`src/main_settings.svh`:
```
// ********************
// Main CPU address map constants and memory sizes
// ********************
`ifndef MAIN_SETTINGS_SVH
`define MAIN_SETTINGS_SVH

`define MAIN_ROM_BASE   16'h6000    // ROM window start
`define MAIN_WRAM_AW    12          // 4 KB work RAM
`define MAIN_VEC_AW     4           // 16 vector bytes

// Address prefixes
`define MAIN_OBJ_PFX    5'b01000    // 4000-47FF on addr[15:11]
`define MAIN_VRAM_PFX   5'b01001    // 4800-4FFF on addr[15:11]
`define MAIN_WRAM_PFX   4'h5        // 5000-5FFF on addr[15:12]
`define MAIN_IORD_PFX   7'h18       // 3000-31FF on addr[15:9]
`define MAIN_IOWR_PFX   7'h40       // 8000-81FF on addr[15:9]
`define MAIN_VEC_PFX    12'hfff     // FFF0-FFFF on addr[15:4]

`endif

```
`src/main_pkg.sv`:
```
// ********************
// Shared bus, select, cabinet and control types
// ********************
package main_pkg;

    // CPU side of the bus, sampled by the glue
    typedef struct packed {
        logic [15:0] addr;
        logic        rnw;
        logic        vma;     // Valid memory access
        logic [7:0]  dout;    // CPU write data
        logic        cen;     // Bus clock enable
    } cpu_bus_t;

    typedef struct packed {
        logic rom;
        logic vram;
        logic objram;
        logic wram;
        logic vec_rd;       // Vector fetch at FFF0-FFFD
        logic vec_io;       // Vector RAM through the I/O window
        logic dip1;
        logic dip3;
        logic cabinet_io;
        logic snd;
        logic oreg;
        logic bus_error;
    } cs_t;

    typedef struct packed {
        logic [1:0]  start;
        logic [1:0]  coin;
        logic        service;
        logic [5:0]  joy1;
        logic [5:0]  joy2;
        logic [23:0] dipsw;   // Three DIP banks
    } cabinet_t;

    // Outputs of the 259 latch
    typedef struct packed {
        logic flip;
        logic snd_on;
        logic mute;
        logic firq_en;
        logic irq_en;
    } ctrl_t;

endpackage

```
`src/main_decode.sv`:
```
// ********************
// Main CPU address decoder
// Chip selects and bus error flag
// ********************
`timescale 1ns/1ps
`include "main_settings.svh"

module main_decode (
    input  main_pkg::cpu_bus_t bus,
    output main_pkg::cs_t      cs
);
    logic io_rd;
    logic io_wr;
    logic vec_area;

    always_comb begin
        // FFFE/FFFF reset vector still comes from ROM
        vec_area = bus.addr[15:4] == `MAIN_VEC_PFX && !(&bus.addr[3:1]);
        io_rd    = bus.vma && bus.rnw && bus.addr[15:9] == `MAIN_IORD_PFX;
        io_wr    = bus.vma && !bus.rnw && bus.addr[15:9] == `MAIN_IOWR_PFX;

        cs.objram = bus.vma && bus.addr[15:11] == `MAIN_OBJ_PFX;
        cs.vram   = bus.vma && bus.addr[15:11] == `MAIN_VRAM_PFX;
        cs.wram   = bus.vma && bus.addr[15:12] == `MAIN_WRAM_PFX;
        cs.rom    = bus.vma && bus.rnw && bus.addr >= `MAIN_ROM_BASE && !vec_area;
        cs.vec_rd = bus.vma && bus.rnw && vec_area;

        // I/O page split by addr[8:7]
        cs.dip1       = io_rd && bus.addr[8:7] == 2'd0;
        cs.cabinet_io = io_rd && bus.addr[8:7] == 2'd1;
        cs.dip3       = io_rd && bus.addr[8:7] == 2'd2;
        cs.vec_io     = (io_rd || io_wr) && bus.addr[8:7] == 2'd3;
        cs.oreg       = io_wr && bus.addr[8:7] == 2'd1;
        cs.snd        = io_wr && bus.addr[8:7] == 2'd2;

        cs.bus_error = bus.vma && !(
            cs.rom        ||
            cs.vram       ||
            cs.objram     ||
            cs.wram       ||
            cs.vec_rd     ||
            cs.vec_io     ||
            cs.dip1       ||
            cs.dip3       ||
            cs.cabinet_io ||
            cs.snd        ||
            cs.oreg
        );  // Nothing claimed the access
    end

endmodule

```
`config.mk`:
```
export PLATFORM = sky130hd
export DESIGN_NAME = main_decode
export DESIGN_NICKNAME = d
export VERILOG_FILES = /design/src/main_pkg.sv /design/src/main_decode.sv
export VERILOG_INCLUDE_DIRS = /design/src
export SDC_FILE = /design/constraint.sdc
export NUM_CORES = 1
export LEC_CHECK = 0
export BUFFER_PORTS_ARGS = -buffer_cell sky130_fd_sc_hd__buf_2
export CAP_MARGIN = 10
export CELL_PAD_IN_SITES_DETAIL_PLACEMENT = 1
export CELL_PAD_IN_SITES_GLOBAL_PLACEMENT = 1
export CORE_UTILIZATION = 15
export DETAILED_ROUTE_END_ITERATION = 8
export GPL_ROUTABILITY_DRIVEN = 0
export PLACE_DENSITY = 0.88
export SLEW_MARGIN = 0
export SYNTH_ARGS = -nofsm -noshare
export SYNTH_HDL_FRONTEND = slang
export SYNTH_SLANG_ARGS = --single-unit
```
`constraint.sdc`:
```
create_clock -name vclk -period 1.2
set_input_delay 0.06 -clock vclk [all_inputs]
set_output_delay 0.06 -clock vclk [all_outputs]
set_load 0.005 [all_outputs]
```
* After elaboration in Yosys (flattened, before gate mapping)
Cells that the tools add are included.
** Word-level totals
- Logic and storage cells :: 45
- Input bits :: 27
- Register bits after elaboration :: 0
- Output and inout port bits :: 12
** Cells by class
- $lt $le $gt $ge :: 1
- Reductions and logical operators :: 35
- Equal/unequal tests :: 9
** Operator list (number)
- logical AND 1 bit :: 18
- >= comparator 16 x 15 -> 1 bit (second input constant) :: 1
- equality test 12 bit (second input constant) :: 1
- logical OR 1 bit :: 11
- equality test 5 x 4 -> 1 bit (second input constant) :: 2
- equality test 7 x 5 -> 1 bit (second input constant) :: 1
- equality test 7 bit (second input constant) :: 1
- equality test 2 bit (second input constant) :: 2
- equality test 4 x 3 -> 1 bit (second input constant) :: 1
- logical NOT 1 bit :: 4
- AND reduction 3 bit :: 1
- equality test 2 x 1 -> 1 bit (second input constant) :: 1
- logical NOT 2 bit :: 1

* Logic depth before layout (Yosys ltp)
- Word-level depth :: 17
- Depth in mapped cells :: 4
- Depth with buffers taken out :: 4

* Worst setup path before layout
Ideal clock, no wire load.
- Kind :: input -> output
- Start :: input bus[22] in the netlist's numbering
- End :: output cs[5] in the netlist's numbering
- Setup slack :: 0.295 ns
- Required time :: 1.140 ns
- Path buffers :: 0
- Stages :: 2
- Data arrival time :: 0.845 ns
- Cells stage by stage :: or4_4 -> nor4b_4
** RTL lines
- start: declaration :: RTL line main_decode.sv:9 : input main_pkg::cpu_bus_t bus,
- end: declaration :: RTL line main_decode.sv:10 : output main_pkg::cs_t cs

==> results_dict.tcl <==
set metrics [dict create \
    worst_pin_slew_ps 238 \
    switching_share_pct 44.7 \
    die_h_um 40.0 \
    end_kind "primary output" \
    drive_above_1_share_pct 60.0 \
    worstHoldPathType "primary input to primary output" \
    syn_inst 34 \
    io_buffers 29 \
    rsz0062_at_grt "true" \
    synth_cell_types 18 \
    clkbuf_count 0 \
    slew_viol_final 0 \
    dpl_cell_area_um2 433 \
    areaGrowthSynthToFinish_pct 117 \
    max_freq_mhz 871 \
    relSlewSlack_pct 83.9 \
    fin_crit_sh_pct 95.7 \
    grt_pass1_vias 393 \
    viasPerCell 5.05 \
    synth_area_per_cell_um2 6.37 \
    setup_ws_ps 51.8 \
    whs_endpoint "cs[10]" \
    switchingPower_uw 49.7 \
    maxCapViolations 0 \
    fin_cells 85 \
    die_x_um 40.0 \
    internal_power_uw 61.4 \
    design.seq.count 0 \
    ir_drop_v 0.0000961 \
    required_ps 1140 \
    grt_usage_pct 13.9 \
    start_kind "primary input" \
    placedCellCount 85 \
    power_frac_seq_pct 0 \
    min_path_cells 3 \
    route.detailed.wl_per_inst_um 12.8 \
    die-area_um2 1600 \
    antenna_found_initial 0 \
    worstHoldStart "bus[23]" \
    finalNetCount 99 \
    drt-total-wl_mm 1.09 \
    drc 0 \
    grt_max_degree 8 \
    critPathKind "primary input to primary output" \
    start_util_pct 16.4 \
    clkPwrFrac_pct 0 \
    row_count 13 \
    core_area_um2 1320 \
    netlist_area_um2 216 \
    post-route-util_pct 35.6 \
    firstDrtPassIters 3 \
    seq_area_um2 0 \
    cp.arrival_ps 1090 \
    combPwrFrac_pct 100.0 \
    pre_cts_ws_ps 20.7 \
    ioPinCount 39 \
    grt_overflow 0 \
    yosysWarnings 0 \
    postRouteAntennaNets 0 \
    yosysSeqAreaShare_pct 0 \
    num_vias 429 \
    antenna_cells 0 \
    period_minus_slack_ps 1150 \
    grt_pass1_wl_mm 1.61 \
    cp_max_fo 5 \
    power_uw 111 \
    cts_setup_buffers 0 \
    setup_viol 0 \
    status "completed" \
    synth_nets 61 \
    hold_viol 0 \
    stdcell_area_um2 469 \
    power_density_nw_per_um2 237 \
    cts_hold_buf 0 \
    leakagePower_uw 0.000234 \
    drtIter0Drc 4 \
]
[cells in the final DEF, fill, tap and decap left out]
master / n
buf_2: 23
and4_2: 2
nor2_1: 8
and3_1: 1
or4_4: 1
nor3_1: 1
buf_4: 9
nor4_2: 1
nand3b_1: 2
o22ai_1: 1
nor4bb_1: 1
o21ai_0: 1
nor4b_4: 1
nand2_1: 3
a21oi_1: 3
buf_6: 4
a211oi_1: 1
nand4_1: 3
nand2_2: 1
nand3_1: 2
nor4b_1: 1
[cell type report]
class / instances / area, um2
fillers: 177 / 848
multi-input cells: 34 / 223
well taps: 15 / 18.8
repair buffers: 36 / 228
[cell usage after synthesis]
cell type,number,area [um2]
nor4bb_1,1,10.0
nor3_1,1,5.00
nand3b_1,2,15.0
nand2_2,1,6.26
or4_4,1,11.3
o22ai_1,1,6.26
nor4b_4,1,23.8
and3_1,1,6.26
nor2_1,8,30.0
nor4b_1,1,8.76
nand4_1,3,18.8
and4_2,2,20.0
nand2_1,3,11.3
a211oi_1,1,7.51
a21oi_1,3,15.0
nor4_1,1,6.26
nand3_1,2,10.0
o21ai_0,1,5.00
[cells by family (layout without fill, tap and decap cells)]
family,Yosys count,after routing,synth area share (%)
compound gates,6,6,15.6
buf+inv,0,36,0
simple gates,28,28,84.4
[metrics by stage]
stage	setup TNS (ps)	hold WS, ps
after detailed placement	0	424
after floorplan	0	140
after CTS	0	423
final	0	396
after global routing	-17.1	412
after global placement	0	419
[worst max-delay path: stages]
cell     delay (ps)
buf_6            90
or4_4           570
nor4b_4         210
buf_2           140
[layer usage]
metal	track usage, %	vias up	part of all wire, %
li1	-	212	-
met1	16.4	205	38
met2	28.2	12	57
met3	0.556	0	4.3
met4	0	0	0
met5	0	-	0
[power by group through the flow]
stage               clock [uW]  combinational, uW  sequential (uW)
floorplan                    0               25.6                0
global placement             0               95.1                0
detailed placement           0               99.9                0
CTS                          0                100                0
global route                 0                122                0
finish                       0                111                0
[worst max path at each step]
stage                  from     to  slack [ps]  cells past startpoint
floorplan           bus[22]  cs[5]         300                      2
global placement    bus[26]  cs[5]          30                      4
detailed placement  bus[26]  cs[5]          20                      4
CTS                 bus[26]  cs[5]          20                      4
global route        bus[22]  cs[5]         -20                      4
finish              bus[22]  cs[5]          50                      4
[what timing repair did]
action / 4_1_cts / 5_1_grt
setup endpoints to repair: 0 / 2
endpoints found under the hold margin: 0 / 0
gates resized for setup: 0 / 8
(Power assumes the default switching activity.)
