**src/main_settings.svh**
```systemverilog
// ********************
// Main CPU address map constants and memory sizes
// ********************
`ifndef MAIN_SETTINGS_SVH
`define MAIN_SETTINGS_SVH

`define MAIN_ROM_BASE   16'h6000    // ROM window start
`define MAIN_WRAM_AW    12          // 4 KB work RAM
`define MAIN_VEC_AW     4           // 16 vector bytes

// Address prefixes
`define MAIN_OBJ_PFX    5'b01000    // 4000-47FF on addr[15:11]
`define MAIN_VRAM_PFX   5'b01001    // 4800-4FFF on addr[15:11]
`define MAIN_WRAM_PFX   4'h5        // 5000-5FFF on addr[15:12]
`define MAIN_IORD_PFX   7'h18       // 3000-31FF on addr[15:9]
`define MAIN_IOWR_PFX   7'h40       // 8000-81FF on addr[15:9]
`define MAIN_VEC_PFX    12'hfff     // FFF0-FFFF on addr[15:4]

`endif

```
**src/main_pkg.sv**
```systemverilog
// ********************
// Shared bus, select, cabinet and control types
// ********************
package main_pkg;

    // CPU side of the bus, sampled by the glue
    typedef struct packed {
        logic [15:0] addr;
        logic        rnw;
        logic        vma;     // Valid memory access
        logic [7:0]  dout;    // CPU write data
        logic        cen;     // Bus clock enable
    } cpu_bus_t;

    typedef struct packed {
        logic rom;
        logic vram;
        logic objram;
        logic wram;
        logic vec_rd;       // Vector fetch at FFF0-FFFD
        logic vec_io;       // Vector RAM through the I/O window
        logic dip1;
        logic dip3;
        logic cabinet_io;
        logic snd;
        logic oreg;
        logic bus_error;
    } cs_t;

    typedef struct packed {
        logic [1:0]  start;
        logic [1:0]  coin;
        logic        service;
        logic [5:0]  joy1;
        logic [5:0]  joy2;
        logic [23:0] dipsw;   // Three DIP banks
    } cabinet_t;

    // Outputs of the 259 latch
    typedef struct packed {
        logic flip;
        logic snd_on;
        logic mute;
        logic firq_en;
        logic irq_en;
    } ctrl_t;

endpackage

```
**src/main_latch.sv**
```systemverilog
// ********************
// 74LS259 style output latch and sound command latch
// ********************
`timescale 1ns/1ps

module main_latch (
    input  logic               clk,
    input  logic               rst,
    input  main_pkg::cpu_bus_t bus,
    input  main_pkg::cs_t      cs,
    output main_pkg::ctrl_t    ctrl,
    output logic [7:0]         snd_latch
);
    logic wr_stb;

    assign wr_stb = bus.cen && !bus.rnw;

    always_ff @(posedge clk or posedge rst) begin
        if (rst) begin
            ctrl      <= '0;
            snd_latch <= 8'd0;
        end else if (wr_stb) begin
            if (cs.snd) begin
                snd_latch <= bus.dout;
            end
            if (cs.oreg) begin
                // Data bit 0 goes to the addressed output
                case (bus.addr[2:0])
                    3'd0: ctrl.flip    <= bus.dout[0];
                    3'd1: ctrl.snd_on  <= bus.dout[0];
                    3'd2: ctrl.mute    <= bus.dout[0];
                    3'd6: ctrl.firq_en <= bus.dout[0];
                    3'd7: ctrl.irq_en  <= bus.dout[0];
                    default: ;    // Coin counters and a spare pin
                endcase
            end
        end
    end

endmodule

```
**config.mk**
```make
export PLATFORM = sky130hd
export DESIGN_NAME = main_latch
export DESIGN_NICKNAME = d
export VERILOG_FILES = /design/src/main_settings.svh /design/src/main_pkg.sv /design/src/main_latch.sv
export SDC_FILE = /design/constraint.sdc
export NUM_CORES = 1
export LEC_CHECK = 0
export BUFFER_PORTS_ARGS = -buffer_cell sky130_fd_sc_hd__buf_2
export CAP_MARGIN = 20
export CORE_MARGIN = 1
export CORE_UTILIZATION = 36
export CTS_CLUSTER_DIAMETER = 120
export CTS_CLUSTER_SIZE = 14
export DETAILED_ROUTE_END_ITERATION = 7
export HOLD_SLACK_MARGIN = 0.02
export PLACE_DENSITY = 0.81
export RECOVER_POWER = 50
export SLEW_MARGIN = 10
export SYNTH_ARGS = -nofsm -noshare
export SYNTH_HDL_FRONTEND = slang
export SYNTH_SLANG_ARGS = --single-unit
```
**constraint.sdc**
```tcl
create_clock -name clk -period 1.2 [get_ports clk]
set_clock_uncertainty 0.05 [all_clocks]
set_input_delay 0.24 -clock clk [delete_from_list [all_inputs] [get_ports clk]]
set_output_delay 0.24 -clock clk [all_outputs]
set_load 0.01 [all_outputs]
```
; ---- Yosys cells after proc, flatten, opt, wreduce, memory -nomap -nowiden
; Cells that the tools add are included.
; Widths: inputs -> output; s select.
[op_classes]
eq_ne = 4
reduce_logical = 9
[op_table]
columns = cell, n
row1 = $reduce_and 3->1, 5
row2 = $eq 3x3->1 const B, 2
row3 = $eq 3x1->1 const B, 1
row4 = $eq 3x2->1 const B, 1
row5 = $logic_not 3->1, 1
row6 = $reduce_and 2->1, 1
row7 = $logic_and 1x1->1, 1
row8 = $logic_not 1->1, 1
[word_totals]
reg_bits = 13
in_bits = 41
output_inout_bits = 13
word_cells = 19

; ---- Logic depth before layout (Yosys ltp)
[depth]
ltp_word = 3
ltp_mapped = 3
ltp_nobuf = 3

; ---- Least setup slack after synthesis
; Ideal clock, no wire load.
[synth_path]
path_type = in2reg
from = input port bus[12] (netlist bit)
to = register ctrl[3] (netlist bit)
setup_time_ns = 0.127
arrival_time_ns = 0.891
t_required_ns = 1.023
slack_ns = 0.132
path_stages = 3
path_buffers = 0
path_cell_list = and4bb_2 -> nand3b_1 -> mux2_1
[synth_via]
elab_chain_len = 2
[synth_lines]
columns = element, line
row1 = from (decl), main_latch.sv:9  ; input main_pkg::cpu_bus_t bus,
row2 = $eq 3x1->1, main_latch.sv:28  ; case (bus.addr[2:0])
row3 = $reduce_and 3->1 (no line), --
row4 = to (decl), main_latch.sv:11  ; output main_pkg::ctrl_t ctrl,
; No other way between the ends.
; A chain may end at the register's enable or synchronous reset.

; ---- Worst setup path in the final report
[layout_path]
from = register snd_latch[0]
to = output port snd_latch[0]
[layout_rtl]
columns = element, line
row1 = from (decl), main_latch.sv:12  ; output logic [7:0] snd_latch
row2 = from (signal assigned), main_latch.sv:24  ; snd_latch <= bus.dout;
; No word-level cell between the ends.

==> results by group <==
Run status
  • Status: completed

Floorplanning
  • IO Count: 54
  • Die Wd: 40.8 µm
  • Core Area: 1350 µm²
  • # rows: 13
  • Initial core utilization: 0.400
  • DIE HEIGHT: 40.8 µm
  • DIE AREA: 1660 µm²

Setup path
  • Worst setup SP type: register
  • Max stage delay on crit path: 380 ps
  • Critical Path RT: 910 ps
  • Cell family with the largest share of critical-path delay: flip-flops
  • WS Path Type: reg2out
  • Critical path capture point type: output port
  • Buf/Inv on CP: 1
  • Slowest library cell on the worst path: dfrtp_1
  • CP arrival: 790 ps
  • Worst path cell trace: buf_2
  • CP Max Fanout: 2

Drt
  • Routed wire length: 966 µm
  • Met3 wire length: 92 µm
  • Drt pass-1 iters: 2
  • Avg Vias per Cell: 4.85
  • Routed len/inst: 11.4 µm
  • Drc violations: 0
  • Met1 Wirelength: 425 µm
  • Iter 0 DRT Violations: 4
  • Uppermost layer routed: met3
  • Antenna-violating nets left: 0
  • Vias: 412
  • Met2 WL post-DR: 448 µm

Synthesis
  • Total nets after synthesis: 77
  • Synth Cell Area: 541 µm²
  • Avg Cell Area, Syn: 15.0 µm²
  • Synthesis warning total: 0
  • Synth area leaders: dfrtp_1, mux2_2, mux2_1
  • Dominant cell type by area after synthesis: dfrtp_1
  • FF+latch count, synth: 13
  • Mapped Cells: 36
  • Post-synth top area share: 0.602
  • Sequential area share after synthesis: 0.602
  • Synth unique cells: 11

STA
  • Min Tclk post-route: 1080 ps
  • Hold Slack: 148 ps
  • Worst-Margin Slew: 471 ps
  • Slew HR: 0.686
  • Setup tns final: 0 ps
  • Setup Viol. Count Final: 0
  • Fin. Hold Viols: 0
  • Fmax: 929 MHz
  • Slew Viols, Final: 0
  • Final critical-path share of the clock period: 0.897
  • RSZ-0062 raised after global routing: no

Clocking
  • CTS sink cnt: 13
  • CTS tree: yes
  • Root Buffer: clkbuf_4
  • H-Tree Depth: 1
  • Clk pin slew, worst setup/hold paths: 80 ps
  • Post-CTS sizing: 0
  • CTS buffer count: 3
  • Clk buf depth: 2
  • Clk_lat worst skew: 260 ps

Run
  • Max cap viols: 0

Finish
  • Fin util: 0.545
  • Layout cell share with drive strength beyond 1: 0.600
  • Final Non-Filler Cells: 85
  • # nets final: 112
  • Area delta synth->final: 36.1%
  • Layout fillers: 138
  • N_diodes: 0

Pwr
  • Leakage power total: 0.376 nW
  • Peak VDD IR: 926 µV
  • Pwr/cell area: 1460 nW/µm²
  • Overall power: 1.07 mW

Placed design
  • Post-DP HPWL: 781 µm
  • Gpl congestion: 0.609
  • Cell count after placement: 80
  • Port bufs: 29

Global routing
  • Global route total overflow: 0
  • Pin count of the biggest net entering global routing: 14
  • Initial antenna violation count: 0
  • Total track usage: 0.136
  • Vias in the first global route: 341
  • First-pass GRT wire length: 1390 µm

Worst hold path
  • Hold WC Path Type: in2reg
[cells in the mapped netlist, drive strengths merged]
| library cell | number |
|---|---|
| dfrtp | 13 |
| nand3b | 3 |
| and4b | 1 |
| nand2 | 2 |
| and4bb | 1 |
| inv | 1 |
| mux2 | 13 |
| nor2 | 1 |
| nand3 | 1 |
[worst paths after layout]
kind,startpoint,cells after the start,slack [ps],endpoint
worst max register to register,ctrl[1]$_DFFE_PP0P_,1,360,ctrl[1]$_DFFE_PP0P_
worst max-delay path,snd_latch[0]$_DFFE_PP0P_,1,120,snd_latch[0]
worst min register to register,ctrl[3]$_DFFE_PP0P_,1,440,ctrl[3]$_DFFE_PP0P_
min in group asynchronous,rst,3,470,ctrl[4]$_DFFE_PP0P_
max in group asynchronous,rst,3,310,ctrl[1]$_DFFE_PP0P_
worst min-delay path,bus[2],2,150,snd_latch[1]$_DFFE_PP0P_
[kinds of logic after synthesis]
| group | Yosys count | synth area share |
|---|---|---|
| buffers and inverters | 1 | 0.00694 |
| flip-flops | 13 | 0.602 |
| multiplexers | 13 | 0.271 |
| AND/OR/NAND/NOR | 9 | 0.120 |
[sequential cells by signal, summed over array words and instances (netlist names)]
name,cells
snd_latch,8
ctrl,5
[stage by stage]
stage	cell area [µm²]	setup slack, ps
finish	736	123
detailed placement	704	-31.6
global placement	704	-18.7
global route	736	79.8
CTS	741	101
floorplan	541	132
[metal layers]
metal | up-vias | global-route usage
li1 | 202 | -
met1 | 190 | 0.146
met2 | 20 | 0.226
met3 | 0 | 0.0543
met4 | 0 | 0.0750
met5 | - | 0
[what timing repair did]
action | CTS | global route
buffers inserted | 0 | 0
endpoints found under the hold margin | 13 | 0
hold buffers | 1 | 0
[power breakdown]
group,switching [mW],leakage (nW),internal [mW]
clock,0.132,0.0150,0.129
sequential,0.0361,0.159,0.521
combinational,0.117,0.202,0.139
[layout make-up]
type                       count  area, µm²  area share
sequential                    13        325       0.442
inverter                       1       3.75     0.00510
timing repair buffer          30        154       0.209
multi-input combinational     22        208       0.282
clock buffer                   4       26.3      0.0357
tap                           15       18.8      0.0255
[cell usage in the layout (no fill, tap or decap)]
master / netlist / layout
buf_2: 0 / 28
dfrtp_1: 13 / 13
mux2_2: 10 / 10
nand3b_1: 2 / 3
mux2_1: 3 / 3
clkbuf_4: 0 / 3
nand2_1: 2 / 2
clkbuf_1: 0 / 2
and4b_1: 1 / 1
nand3_1: 1 / 1
inv_1: 1 / 1
nor2_1: 1 / 1
and4bb_2: 1 / 1
dlygate4sd3_1: 0 / 1
Note: power is estimated with default switching activity, not from simulation.
