<file path="config.mk">
export PLATFORM = sky130hd
export DESIGN_NAME = main_read_mux
export DESIGN_NICKNAME = d
export VERILOG_FILES = /design/src/main_settings.svh /design/src/main_pkg.sv /design/src/main_read_mux.sv
export SDC_FILE = /design/constraint.sdc
export NUM_CORES = 1
export LEC_CHECK = 0
export BUFFER_PORTS_ARGS = -buffer_cell sky130_fd_sc_hd__buf_2
export CAP_MARGIN = 40
export CORE_MARGIN = 1
export CORE_UTILIZATION = 33
export CTS_BUF_LIST = sky130_fd_sc_hd__clkbuf_8
export DETAILED_ROUTE_END_ITERATION = 6
export GPL_ROUTABILITY_DRIVEN = 0
export PLACE_DENSITY = 0.82
export SYNTH_ARGS = -nofsm -noshare
export SYNTH_HDL_FRONTEND = slang
export SYNTH_SLANG_ARGS = --single-unit
</file>
<file path="constraint.sdc">
create_clock -name clk -period 1.47 [get_ports clk]
set_clock_uncertainty 0.15 [all_clocks]
set_input_delay 0.147 -clock clk [delete_from_list [all_inputs] [get_ports clk]]
set_output_delay 0.147 -clock clk [all_outputs]
set_load 0.01 [all_outputs]
</file>
<file path="src/main_settings.svh">
// ********************
// Main CPU address map constants and memory sizes
// ********************
`ifndef MAIN_SETTINGS_SVH
`define MAIN_SETTINGS_SVH

`define MAIN_ROM_BASE   16'h6000    // ROM window start
`define MAIN_WRAM_AW    12          // 4 KB work RAM
`define MAIN_VEC_AW     4           // 16 vector bytes

// Address prefixes
`define MAIN_OBJ_PFX    5'b01000    // 4000-47FF on addr[15:11]
`define MAIN_VRAM_PFX   5'b01001    // 4800-4FFF on addr[15:11]
`define MAIN_WRAM_PFX   4'h5        // 5000-5FFF on addr[15:12]
`define MAIN_IORD_PFX   7'h18       // 3000-31FF on addr[15:9]
`define MAIN_IOWR_PFX   7'h40       // 8000-81FF on addr[15:9]
`define MAIN_VEC_PFX    12'hfff     // FFF0-FFFF on addr[15:4]

`endif

</file>
<file path="src/main_pkg.sv">
// ********************
// Shared bus, select, cabinet and control types
// ********************
package main_pkg;

    // CPU side of the bus, sampled by the glue
    typedef struct packed {
        logic [15:0] addr;
        logic        rnw;
        logic        vma;     // Valid memory access
        logic [7:0]  dout;    // CPU write data
        logic        cen;     // Bus clock enable
    } cpu_bus_t;

    typedef struct packed {
        logic rom;
        logic vram;
        logic objram;
        logic wram;
        logic vec_rd;       // Vector fetch at FFF0-FFFD
        logic vec_io;       // Vector RAM through the I/O window
        logic dip1;
        logic dip3;
        logic cabinet_io;
        logic snd;
        logic oreg;
        logic bus_error;
    } cs_t;

    typedef struct packed {
        logic [1:0]  start;
        logic [1:0]  coin;
        logic        service;
        logic [5:0]  joy1;
        logic [5:0]  joy2;
        logic [23:0] dipsw;   // Three DIP banks
    } cabinet_t;

    // Outputs of the 259 latch
    typedef struct packed {
        logic flip;
        logic snd_on;
        logic mute;
        logic firq_en;
        logic irq_en;
    } ctrl_t;

endpackage

</file>
<file path="src/main_read_mux.sv">
// ********************
// CPU read data path
// Cabinet byte formatting and registered read mux
// ********************
`timescale 1ns/1ps

module main_read_mux (
    input  logic               clk,
    input  main_pkg::cpu_bus_t bus,
    input  main_pkg::cs_t      cs,
    input  main_pkg::cabinet_t cab,
    input  logic [7:0]         rom_data,
    input  logic [7:0]         vram_dout,
    input  logic [7:0]         obj_dout,
    input  logic [7:0]         wram_dout,
    input  logic [7:0]         vec_dout,
    output logic [7:0]         cpu_din
);
    logic [7:0] cab_byte;

    // First stage, same latency as the RAMs
    always_ff @(posedge clk) begin
        case (bus.addr[1:0])
            2'd0: cab_byte <= {3'b111, cab.start, cab.service, cab.coin};
            2'd1: cab_byte <= {2'b11, cab.joy1[5:4], cab.joy1[2], cab.joy1[3],
                               cab.joy1[0], cab.joy1[1]};
            2'd2: cab_byte <= {2'b11, cab.joy2[5:4], cab.joy2[2], cab.joy2[3],
                               cab.joy2[0], cab.joy2[1]};
            default: cab_byte <= cab.dipsw[7:0];   // DIP2 shares the cabinet page
        endcase
    end

    // Second stage, fixed priority
    always_ff @(posedge clk) begin
        if (cs.rom) begin
            cpu_din <= rom_data;
        end else if (cs.vram) begin
            cpu_din <= vram_dout;
        end else if (cs.objram) begin
            cpu_din <= obj_dout;
        end else if (cs.wram) begin
            cpu_din <= wram_dout;
        end else if (cs.dip1) begin
            cpu_din <= cab.dipsw[15:8];
        end else if (cs.dip3) begin
            cpu_din <= cab.dipsw[23:16];
        end else if (cs.cabinet_io) begin
            cpu_din <= cab_byte;
        end else if (cs.vec_rd || cs.vec_io) begin
            cpu_din <= vec_dout;
        end else begin
            cpu_din <= 8'hff;   // Open bus
        end
    end

endmodule

</file>
Word-level counts from Yosys, hierarchy flattened
Cells that the tools add are included.
{ "word_totals": {"mem_bits_rw": 0, "output_inout_bits": 8, "n_memories": 0, "latchBits": 0, "regBits": 16, "in_bits": 121, "mem_bits_ro": 0} }
{ "classes": {"div_mod_pow": 0, "n_addsub": 0, "shifts": 0, "mux": 9, "eq_ne": 2, "mul": 0, "bitwise_logic": 0, "n_reduce_logical": 2, "order_cmp": 0} }
{ "ops": {"columns": ["op", "n"], "rows": [
  ["$mux W8", 8],
  ["$pmux W8 S3", 1],
  ["$eq A2 B1 Y1 const B", 1],
  ["$eq A2 B2 Y1 const B", 1],
  ["$logic_not A2 Y1", 1],
  ["$logic_or A1 B1 Y1", 1]
]} }

Longest topological paths before layout
{ "depth": {"word_depth": 9, "mapped_depth": 6, "depth_no_buf": 4} }

Worst setup path before layout
No wires, ideal clock.
{ "synth_path": {"path_type": "input-to-reg", "from": "input port cs[5] in the netlist's numbering", "to": "register cpu_din[0]", "t_arrival_ps": 1002, "slack_ps": 196, "path_stages": 6, "t_required_ps": 1198, "setup_time_ps": 122, "n_path_buf": 2, "path_cell_list": "buf_6 nor2b_4 buf_6 a221oi_1 nand2_1 a221o_1"} }
{ "synth_between": {"elab_chain_cells": 5} }
{ "synth_rtl": {"columns": ["item", "line", "rtl"], "rows": [
  ["start: declaration", "main_read_mux.sv:10", "input main_pkg::cs_t cs,"],
  ["$mux W8", "main_read_mux.sv:43", "end else if (cs.dip1) begin"],
  ["$mux W8", "main_read_mux.sv:41", "end else if (cs.wram) begin"],
  ["$mux W8", "main_read_mux.sv:39", "end else if (cs.objram) begin"],
  ["$mux W8", "main_read_mux.sv:37", "end else if (cs.vram) begin"],
  ["$mux W8", "main_read_mux.sv:35", "if (cs.rom) begin"],
  ["end signal: assignment", "main_read_mux.sv:36", "cpu_din <= rom_data;"],
  ["end signal: assignment", "main_read_mux.sv:38", "cpu_din <= vram_dout;"],
  ["end signal: assignment", "main_read_mux.sv:40", "cpu_din <= obj_dout;"],
  ["end: declaration", "main_read_mux.sv:17", "output logic [7:0] cpu_din"]
]} }
No other way between the ends.

Worst setup path after layout
{ "layout_path": {"from": "input port cs[3] in the netlist's numbering", "to": "register cpu_din[3]"} }
{ "layout_between": {"elab_chain_cells": 7} }
{ "layout_rtl": {"columns": ["item", "line", "rtl"], "rows": [
  ["$mux W8", "main_read_mux.sv:47", "end else if (cs.cabinet_io) begin"],
  ["$mux W8", "main_read_mux.sv:45", "end else if (cs.dip3) begin"],
  ["$mux W8", "main_read_mux.sv:43", null],
  ["$mux W8", "main_read_mux.sv:41", null],
  ["$mux W8", "main_read_mux.sv:39", null],
  ["$mux W8", "main_read_mux.sv:37", null],
  ["$mux W8", "main_read_mux.sv:35", null]
]} }
No other way between the ends.

==> impl_metrics.py <==
metrics = {
    "yosys": {
        "ys_seq_elements": 16,
        "synth_edf_count": 0,
        "yosysUniqueCellTypes": 20,
        "avgSynthCellArea_um2": 9.03,
        "syn-num-nets": 237,
        "yosysTopAreaCellShare_pct": 30.6,
        "synth_common_cells": "inv_1 (17), a221oi_1 (16), dfxtp_1 (16)",
        "synthSimpleGateAreaFrac_pct": 11.5,
        "async_flop_share_pct": 0,
        "yosysMostFrequentCell": "inv_1",
        "synth_flop_cell": "dfxtp_1",
        "synth-seq-area-share_pct": 30.6,
        "syn_area_mm2": 0.00105,
        "synthAdderAreaFrac_pct": 0,
        "synth_top_cells_by_area": "dfxtp_1 (31%), a221oi_1 (13%), mux4_2 (11%)",
        "synthMuxAreaShare_pct": 11.7,
        "yosysTopAreaCell": "dfxtp_1",
        "synth_top_family_by_area": "compound AO/OA/AOI/OAI gates",
        "synth_compound_area_share_pct": 34.4,
        "syn_inst": 116,
        "ys_warn_count": 0,
        "synth-xor-area-share_pct": 0,
    },
    "finish": {
        "antenna_cells": 0,
        "fill_cells": 271,
        "nNetsFinal": 346,
        "area_growth_pct": 64.6,
        "final_layout_size_suffix_gt1_share_pct": 50.7,
    },
    "worst_hold_path": {
        "hold_class": "input pin to register",
        "hold_path_startpoint": "bus[12]",
        "min_to": "cab_byte[7]",
        "min_path_cells": 2,
    },
    "power_and_ir_drop": {
        "p_leak_nw": 0.879,
        "pwr_density_cell_mw_per_mm2": 683,
        "power_mw": 1.18,
        "ir_worst_vdd_mv": 0.346,
    },
    "detailed_routing": {
        "routed.top_layer": "met3",
        "ant_nets": 0,
        "wl_per_cell_um": 12.2,
        "route.met2.wl_mm": 1.71,
        "routed_via_density": 5.01,
        "drtPass1Iterations": 4,
        "drt-total-wl_mm": 3.27,
        "wl_met3_um": 300,
        "vias": 1338,
        "drtIter0Drc": 94,
        "wl_met1_mm": 1.26,
        "drc_errors": 0,
    },
    "timing": {
        "slew_violations": 0,
        "tns_ns": 0,
        "finalHoldViolCount": 0,
        "period_needed_ns": 1.22,
        "worst_slew_pin_slew_ns": 0.536,
        "setup_viol": 0,
        "slew_headroom_pct": 64.2,
        "period_share_pct": 82.8,
        "rsz0062_at_grt": "false",
        "clock.fmax_mhz": 822,
    },
    "status": {
        "status": "completed",
    },
    "cts": {
        "cts_tree": "built",
        "clkSinkCount": 16,
        "insertion_delay_ns": 0.24,
        "cts_made_buffers": 3,
        "cts-root-buf": "clkbuf_8",
        "ctsResizeCount": 0,
        "h-tree-depth": 1,
        "clockBufferDepth": 2,
        "clk_pin_slew_worst_paths_ns": 0.06,
    },
    "die": {
        "die_w_um": 58.3,
        "ios": 129,
        "initial_core_util_pct": 34.6,
        "core_mm2": 0.00303,
        "die_h_um": 58.3,
        "die_area_mm2": 0.00340,
        "num_rows": 20,
    },
    "placement": {
        "io_buffer_count": 100,
        "dp_hpwl_mm": 2.61,
    },
    "worst_setup_path": {
        "reg2reg_from": "cab_byte[3]",
        "critPathKind": "input pin to register",
        "critPathLaunchType": "input pin",
        "cp.arrival_ns": 1.20,
        "end_kind": "register",
        "crit_required_ns": 1.45,
        "r2r_end": "cpu_din[3]",
        "reg2reg_depth": 3,
        "r2r_slack_ns": 0.29,
        "crit_fanout": 8,
    },
    "global_routing": {
        "track_usage_pct": 18.3,
        "grt_pass1_vias": 1282,
        "grt_pass1_wl_mm": 4.84,
        "overflow": 0,
        "grt_antenna_before_repair": 0,
        "grt_start_max_net_pins": 17,
    },
    "job": {
        "maxCapViolCount": 0,
    },
}
==> state kept, by name, indices dropped and copies added (netlist names) <==
signal    cells
cpu_din       8
cab_byte      8
==> critical path: stages <==
cell,delay [ns]
buf_2,0.10
o21bai_1,0.27
o221ai_1,0.24
nand2_1,0.10
a221o_1,0.33
==> report_power, final <==
group,internal (mW),switching [mW]
Clock,0.181,0.148
Sequential,0.476,0.00971
Combinational,0.209,0.154
==> per-stage QoR <==
step	cell area, um2	util (%)	hold slack [ns]	std cells	worst slack [ns]
floorplan	1050	-	0.103	116	0.196
global placement	1570	51.9	0.186	253	-0.00696
detailed placement	1570	51.9	0.190	253	-0.00938
CTS	1720	56.9	0.0334	267	0.252
global route	1720	56.9	0.0474	267	0.155
finish	1720	56.9	0.0326	267	0.253
==> metal layers <==
metal | track usage (%) | vias to the layer above
met5 | 0 | -
met4 | 4.42 | 0
met3 | 5.05 | 0
met2 | 37.6 | 74
met1 | 17.7 | 597
li1 | - | 667
==> logic make-up after synthesis <==
kind of cell	after synthesis
AOI/OAI and AO/OA	42
buffers and inverters	28
DFF	16
muxes	6
and+or+nand+nor	24
==> how the worst max path moves through the flow <==
stage / slack [ns] / from / end / cells after the start
floorplan: 0.20 / cs[5] / cpu_din[0] / 6
global placement: -0.007 / cs[3] / cpu_din[5] / 5
detailed placement: -0.009 / cs[5] / cpu_din[3] / 5
CTS: 0.25 / cs[5] / cpu_din[3] / 5
global route: 0.15 / cs[3] / cpu_din[3] / 5
finish: 0.25 / cs[3] / cpu_din[3] / 5
==> final cells by class <==
cell class	instances	area [um2]	area share, %
inverter	17	63.8	3.70
timing repair buffer	115	641	37.2
sequential	16	320	18.6
clock buffer	3	41.3	2.39
tap	44	55.1	3.19
multi-input combinational	72	603	35.0
==> placed cells by master, fill, tap and decap left out <==
master	instances
a221o_1	8
o21bai_1	1
dlygate4sd3_1	11
mux4_2	5
a22oi_1	7
nor2b_1	1
dfxtp_1	16
buf_2	100
nor3b_1	1
a221oi_1	16
nand3b_1	3
a21oi_1	2
nor2b_4	1
buf_4	4
o221ai_1	8
nor2_1	8
clkbuf_8	3
inv_1	17
or2_1	1
mux2i_1	1
nand2_1	9
==> repair_timing <==
action | 4_1_cts | 5_1_grt
hold endpoints to repair | 11 | 0
hold buffers | 11 | 0
setup endpoints to repair | 0 | 0
setup buffers | 0 | 0
Note: power is estimated with default switching activity, not from simulation.
