$ cat src/main_settings.svh
// ********************
// Main CPU address map constants and memory sizes
// ********************
`ifndef MAIN_SETTINGS_SVH
`define MAIN_SETTINGS_SVH

`define MAIN_ROM_BASE   16'h6000    // ROM window start
`define MAIN_WRAM_AW    12          // 4 KB work RAM
`define MAIN_VEC_AW     4           // 16 vector bytes

// Address prefixes
`define MAIN_OBJ_PFX    5'b01000    // 4000-47FF on addr[15:11]
`define MAIN_VRAM_PFX   5'b01001    // 4800-4FFF on addr[15:11]
`define MAIN_WRAM_PFX   4'h5        // 5000-5FFF on addr[15:12]
`define MAIN_IORD_PFX   7'h18       // 3000-31FF on addr[15:9]
`define MAIN_IOWR_PFX   7'h40       // 8000-81FF on addr[15:9]
`define MAIN_VEC_PFX    12'hfff     // FFF0-FFFF on addr[15:4]

`endif

$ cat src/main_pkg.sv
// ********************
// Shared bus, select, cabinet and control types
// ********************
package main_pkg;

    // CPU side of the bus, sampled by the glue
    typedef struct packed {
        logic [15:0] addr;
        logic        rnw;
        logic        vma;     // Valid memory access
        logic [7:0]  dout;    // CPU write data
        logic        cen;     // Bus clock enable
    } cpu_bus_t;

    typedef struct packed {
        logic rom;
        logic vram;
        logic objram;
        logic wram;
        logic vec_rd;       // Vector fetch at FFF0-FFFD
        logic vec_io;       // Vector RAM through the I/O window
        logic dip1;
        logic dip3;
        logic cabinet_io;
        logic snd;
        logic oreg;
        logic bus_error;
    } cs_t;

    typedef struct packed {
        logic [1:0]  start;
        logic [1:0]  coin;
        logic        service;
        logic [5:0]  joy1;
        logic [5:0]  joy2;
        logic [23:0] dipsw;   // Three DIP banks
    } cabinet_t;

    // Outputs of the 259 latch
    typedef struct packed {
        logic flip;
        logic snd_on;
        logic mute;
        logic firq_en;
        logic irq_en;
    } ctrl_t;

endpackage

$ cat src/main_irq.sv
// ********************
// Vertical blank interrupts
// IRQ every frame and FIRQ every second frame
// ********************
`timescale 1ns/1ps

module main_irq (
    input  logic            clk,
    input  logic            rst,
    input  logic            lvbl,
    input  logic            dip_pause,
    input  main_pkg::ctrl_t ctrl,
    output logic            irq_n,
    output logic            firq_n
);
    logic lvbl_l;
    logic vb_fall;
    logic odd;      // Frame parity

    assign vb_fall = lvbl_l && !lvbl;

    always_ff @(posedge clk or posedge rst) begin
        if (rst) begin
            lvbl_l <= 1'b0;
            odd    <= 1'b0;
            irq_n  <= 1'b1;
            firq_n <= 1'b1;
        end else begin
            lvbl_l <= lvbl;

            // IRQ flip-flop, held clear by irq_en low
            if (!ctrl.irq_en) begin
                irq_n <= 1'b1;
            end else if (vb_fall && dip_pause) begin
                irq_n <= 1'b0;
            end

            if (vb_fall) begin
                odd <= !odd;
                if (!odd) begin
                    firq_n <= 1'b0;     // First frame of each pair
                end
            end
            if (!ctrl.firq_en || !dip_pause) begin
                firq_n <= 1'b1;
            end
        end
    end

endmodule

$ cat config.mk
export PLATFORM = sky130hd
export DESIGN_NAME = main_irq
export DESIGN_NICKNAME = d
export VERILOG_FILES = /design/src/main_settings.svh /design/src/main_pkg.sv /design/src/main_irq.sv
export SDC_FILE = /design/constraint.sdc
export NUM_CORES = 1
export LEC_CHECK = 0
export BUFFER_PORTS_ARGS = -buffer_cell sky130_fd_sc_hd__buf_2
export CORE_AREA = 2 2 39 41
export DETAILED_ROUTE_END_ITERATION = 7
export DIE_AREA = 0 0 41 43
export HOLD_SLACK_MARGIN = 0.02
export SKIP_CTS_REPAIR_TIMING = 1
export SLEW_MARGIN = 20
export SYNTH_ARGS = -nofsm -noshare
export SYNTH_HDL_FRONTEND = slang
export SYNTH_SLANG_ARGS = --single-unit
$ cat constraint.sdc
create_clock -name clk -period 0.8 [get_ports clk]
set_input_delay 0.04 -clock clk [delete_from_list [all_inputs] [get_ports clk]]
set_output_delay 0.04 -clock clk [all_outputs]
set_load 0.005 [all_outputs]
# Word-level counts from Yosys, hierarchy flattened
# Index checks and enable logic that the tools add are counted.
# totals
regBits	4
out_inout_bits	2
wordCells	20
# classes
n_eq_ne	2
muxes	5
reduce_logical	9
# ops
cell	n
1-bit two-way mux	5
1-bit logical NOT	4
2-bit by 1-bit != test with 1-bit output, second input constant	2
1-bit logical AND	2
2-bit AND reduction	1
2-bit nonzero test	1
1-bit logical OR	1

# Longest topological paths before layout
# Gate-level depths: netlist (run 1).
# logic_depth
word_depth	5
depth_mapped	2

# Worst setup path before layout (run 1)
# No wires, ideal clock.
# synth_path
path_kind	reg-to-reg
from	register, netlist name firq_n
to	register firq_n
setup_time_ns	0.075
arrival_time_ns	0.689
required_time_ns	0.725
slack_ns	0.036
path_stages_with_launch	3
path_buffers	0
synth_period_minus_slack_ns	0.764
cell_sequence	dfstp_2 > inv_1 > o211ai_2
# synth_lines
element	line	text
to (signal assigned)	main_irq.sv:27	firq_n <= 1'b1;
to (signal assigned)	main_irq.sv:41	firq_n <= 1'b0;
to (signal assigned)	main_irq.sv:45	firq_n <= 1'b1;
to (decl)	main_irq.sv:14	output logic firq_n

# Worst setup path in the final report (run 1)
# layout_path
from	register firq_n
to	output port firq_n
# No word-level cell between the ends.

==> key figures, run 1 <==
Run status
  – Status: finished with violations
  – Failing checks: setup timing

Logic synthesis
  – Synth warn: 0
  – Yosys top cell area share: 30.7%
  – Yosys top cell by area: dfstp_2
  – Synth top area cells: dfstp_2 31%, dfrtp_1 29%, nor3b_2 7.3%
  – Syn_area_per_cell: 13.2 um^2
  – Synth Register Bits: 4
  – Synthesized instance count: 13
  – Synthesized Nets: 22
  – Post-synthesis cell type count: 9
  – Seq/Total Area, Yosys: 59.9%
  – Post-Synthesis Cell Area: 171 um^2

Min path
  – Hold Path Class: in2reg

Timing
  – Slew margin rel.: 89.9%
  – Period Utilization, post-route: 111%
  – Setup WS post-layout: -88.6 ps
  – Slew Limit Fails: 0
  – Final worst path period need: 889 ps
  – Least-Margin Pin Slew: 151 ps
  – Fmax: 1.13 GHz
  – Unrepaired setup endpoints after global routing: true
  – Setup violations, final: 2
  – Clock skew: 3.36 ps
  – Final Hold Vio Count: 0
  – Setup TNS: -177 ps

Clock network
  – CTS Root Buffer Type: clkbuf_4
  – Clock tree sinks: 4
  – Clk Latency, worst-skew pair: 230 ps
  – Reg clk slew, reported paths: 40 ps
  – CTS Buffer Depth: 2
  – CTS tree: yes
  – Cts bufs inserted: 3
  – H-tree levels: 1

Placed design
  – Routability Congestion: 0.586
  – IO Port Bufs: 7
  – Dpl cell area: 226 um^2
  – Post-DP HPWL: 243 um

Drt
  – Vias per cell: 3.20
  – DR vias: 144
  – Drt drc: 0
  – Pre-antenna DRT Iters: 1
  – WL final: 316 um
  – Initial drt markers: 0
  – Post-DRT Antenna Nets: 0
  – Wire per inst: 7.02 um

Finish
  – Number of fill cells in the layout: 149
  – Core Util, Final: 22.3%
  – Final-stage net count: 39
  – Area growth, synth to finish: 80.3%
  – Antenna cells: 0
  – Share of layout cells above drive strength 1: 51.7%
  – Finished Cell Area: 309 um^2

Global routing
  – Tot GR Track Use: 5.05%
  – Initial antenna violation count: 0
  – GRT overflow: 0
  – Largest net degree at the start of global routing: 5
  – First-pass GRT wire length: 496 um
  – Vias in the first global route: 112

Floorplan
  – Die height: 43 um
  – Die area: 1760 um^2
  – Core area: 1380 um^2
  – I/O pin cnt: 11
  – Number of cell rows: 14
  – Initial Utilization: 12.4%
  – Die width: 41 um

Critical path
  – Gate family responsible for the most delay along the worst path: flip-flops
  – Buf/Inv on CP: 1
  – Flop2flop setup slack: 30 ps
  – Startpoint types: flop
  – CP Capture Type: output port
  – Crit path cell chain: buf_2
  – Worst path slowest cell: dfstp_2
  – Max incr delay on CP: 520 ps
  – Critical path class: reg2out
  – Max Fanout on Critical Path: 2
  – Critical Path AT: 850 ps
  – Crit path required time: 760 ps

Power
  – PwrDens: 2040 nW/um^2
  – Max IR drop VDD: 1.35 mV
  – Pleak: 0.152 nW

Run
  – Max-cap violations: 0
## worst reg2reg max path, stage by stage (launching register included)
cell	delay, ps
dfstp_2	520
inv_1	40
o211ai_2	140
## per-stage QoR
stage	total power [mW]	hold slack (ps)	setup slack, ps	cells
finish	0.631	120	-88.6	45
global route	0.686	131	-126	45
CTS	0.624	-326	-99.6	40
detailed placement	0.345	-76.7	34.4	36
global placement	0.342	-75.6	36.5	36
floorplan	0.315	-195	36.4	13
## cell usage after synthesis
master / n
dfrtp_1: 2
o211ai_2: 1
nor3b_2: 1
xnor2_1: 1
dfstp_2: 2
and3b_1: 1
nand2b_1: 1
o21ai_2: 1
inv_1: 3
## final cells by class
| type | instances | area [um^2] | area share, % |
|---|---|---|---|
| flip-flops and latches | 4 | 103 | 33.2 |
| repair buffers | 12 | 91.3 | 29.6 |
| multi-input cells | 6 | 57.6 | 18.6 |
| clock buffers | 4 | 26.3 | 8.50 |
| well taps | 16 | 20.0 | 6.48 |
| inverters | 3 | 11.3 | 3.64 |
## layer usage
layer / GRT usage [%] / vias to the layer above / routed length [um]
li1: - / 73 / -
met1: 6.21 / 59 / 166
met2: 4.06 / 10 / 89
met3: 7.85 / 2 / 56
met4: 2.00 / 0 / 4
met5: 0 / - / 0
## path summary, 6_finish.rpt
kind                       startpoint  cells after the start      to
max reg2reg                    firq_n                      2  firq_n
max in group asynchronous         rst                      3   irq_n
min                              lvbl                      3  firq_n
min reg2reg                     irq_n                      2   irq_n
min in group asynchronous         rst                      3     odd
max                            firq_n                      1  firq_n
## logic make-up (layout without fill, tap and decap cells)
| group | after synthesis | in the layout | synth area share, % |
|---|---|---|---|
| xor gates and xnor gates | 1 | 1 | 5.11 |
| AOI/OAI and AO/OA | 2 | 2 | 12.4 |
| and+or+nand+nor | 3 | 3 | 16.1 |
| buffers and inverters | 3 | 19 | 6.57 |
| DFF | 4 | 4 | 59.9 |
## power breakdown
part | internal, mW | switching (mW) | leakage [nW]
Clock | 0.187 | 0.0809 | 0.0150
Combinational | 0.0617 | 0.0310 | 0.0926
Sequential | 0.242 | 0.0280 | 0.0444
Total | 0.491 | 0.140 | 0.152
## sequential cells by signal, summed over array words and instances (netlist names)
name	flops
irq_n	1
lvbl_l	1
firq_n	1
odd	1
## cell usage in the layout (no fill, tap or decap)
cell | netlist | layout
and3b_1 | 1 | 1
buf_2 | 0 | 6
buf_6 | 0 | 1
clkbuf_1 | 0 | 1
clkbuf_4 | 0 | 3
dfrtp_1 | 2 | 2
dfstp_2 | 2 | 2
dlygate4sd3_1 | 0 | 5
inv_1 | 3 | 3
nand2b_1 | 1 | 1
nor3b_2 | 1 | 1
o211ai_2 | 1 | 1
o21ai_2 | 1 | 1
xnor2_1 | 1 | 1
No activity file was read; power rests on OpenSTA's default activity.
==> run 2: changes to the inputs <==
--- a/constraint.sdc
+++ b/constraint.sdc
@@ -3,2 +3,2 @@
 set_output_delay 0.04 -clock clk [all_outputs]
-set_load 0.005 [all_outputs]
+set_load 0.02 [all_outputs]
==> key figures, run 2 (synthesis gave the netlist of run 1 again) <==
Drt
  – DR vias: 154
  – Post-DRT Antenna Nets: 0
  – Vias per cell: 3.28
  – Drt drc: 0
  – WL final: 351 um
  – Initial drt markers: 0
  – Pre-antenna DRT Iters: 1
  – Wire per inst: 7.47 um

Power
  – Pleak: 0.159 nW
  – Pint: 0.503 mW
  – Clock share of power: 40.9%
  – Logic pwr share: 17.5%
  – PwrDens: 1970 nW/um^2
  – Max IR drop VDD: 1.13 mV
  – Seq pwr share: 41.6%
  – Sw Share: 22.9%
  – Switch Pwr: 0.149 mW

Placed design
  – Routability Congestion: 0.588
  – DP Cell Count: 36
  – IO Port Bufs: 7
  – Post-DP HPWL: 252 um

Critical path
  – Critical Path AT: 870 ps
  – Crit path cell chain: buf_6
  – Buf/Inv on CP: 1
  – CP Capture Type: output port
  – Max incr delay on CP: 530 ps
  – Max Fanout on Critical Path: 2
  – Crit path required time: 760 ps
  – Startpoint types: flop
  – Gate family responsible for the most delay along the worst path: flip-flops
  – Critical path class: reg2out
  – Worst path slowest cell: dfstp_2

Finish
  – Multi-input gate area: 57.6 um^2
  – Final-stage net count: 41
  – Antenna cells: 0
  – Share of layout cells above drive strength 1: 61.3%
  – Core Util, Final: 23.9%
  – Post-Layout Cell Count: 47
  – Area growth, synth to finish: 92.7%
  – Number of fill cells in the layout: 149
  – Register area: 103 um^2
  – Most frequent cells in the layout: 5 x dlygate4sd3_1, 5 x buf_2, 3 x clkbuf_4

Timing
  – Final worst path period need: 909 ps
  – Unrepaired setup endpoints after global routing: true
  – Clock skew: 4.91 ps
  – Period Utilization, post-route: 114%
  – Least-Margin Pin Slew: 154 ps
  – Slew Limit Fails: 0
  – Final Hold Vio Count: 0
  – Slew margin rel.: 89.7%
  – Setup violations, final: 4
  – Setup WS post-layout: -109 ps
  – Fmax: 1.10 GHz

Floorplan
  – Die width: 41 um
  – I/O pin cnt: 11
  – Initial Utilization: 12.4%
  – Die height: 43 um
  – Core area: 1380 um^2
  – Number of cell rows: 14
  – Die area: 1760 um^2

Global routing
  – GRT overflow: 0
  – Largest net degree at the start of global routing: 5
  – First-pass GRT wire length: 524 um
  – Tot GR Track Use: 5.24%
  – Initial antenna violation count: 0
  – Vias in the first global route: 121

Clock network
  – Cts bufs inserted: 3
  – Reg clk slew, reported paths: 30 ps
  – CTS Root Buffer Type: clkbuf_4
  – CTS tree: yes
  – Clk Latency, worst-skew pair: 230 ps
  – CTS Buffer Depth: 2
  – Clock tree sinks: 4
  – H-tree levels: 1

Run status
  – Failing checks: setup timing
  – Status: finished with violations

Run
  – Max-cap violations: 0

Min path
  – Hold Path Class: in2reg
-- run 2: cell type report --
type / instances / area share, %
Multi-Input combinational cell: 6 / 17.4
Tap cell: 16 / 6.06
Clock buffer: 4 / 7.95
Inverter: 3 / 3.41
Timing Repair Buffer: 14 / 34.1
Sequential cell: 4 / 31.1
-- run 2: power by group through the flow --
stage	Clock, mW	Combinational [mW]	Sequential [mW]
after floorplan	0	0.0476	0.275
after global placement	0	0.0815	0.269
after detailed placement	0	0.0825	0.274
after CTS	0.282	0.0822	0.271
after global routing	0.306	0.127	0.278
final	0.266	0.114	0.271
-- run 2: path summary, 6_finish.rpt --
path                            depth (start not counted)  slack, ps      start      to
worst max-delay path                                    1       -110      irq_n   irq_n
worst min-delay path                                    3        140  dip_pause   irq_n
worst max register to register                          3        -50     firq_n  firq_n
worst min register to register                          1        500        odd     odd
max in group asynchronous                               3        350        rst  firq_n
min in group asynchronous                               3        220        rst  lvbl_l
-- run 2: through the flow --
| step | TNS [ps] | setup slack [ps] | hold slack, ps | total power [mW] | area [um^2] |
|---|---|---|---|---|---|
| after floorplan | -4.90 | -4.90 | -195 | 0.323 | 171 |
| after global placement | 0 | 39.7 | -75.8 | 0.350 | 226 |
| after detailed placement | 0 | 16.3 | -74.3 | 0.356 | 226 |
| after CTS | -324 | -164 | -326 | 0.636 | 253 |
| after global routing | -416 | -136 | 144 | 0.711 | 330 |
| final | -278 | -109 | 141 | 0.652 | 330 |
-- run 2: routing by layer --
| metal | GRT usage [%] | routed length (um) |
|---|---|---|
| met4 | 2.00 | 7 |
| met1 | 6.84 | 179 |
| met2 | 4.06 | 117 |
| met5 | 0 | 0 |
| met3 | 7.85 | 47 |
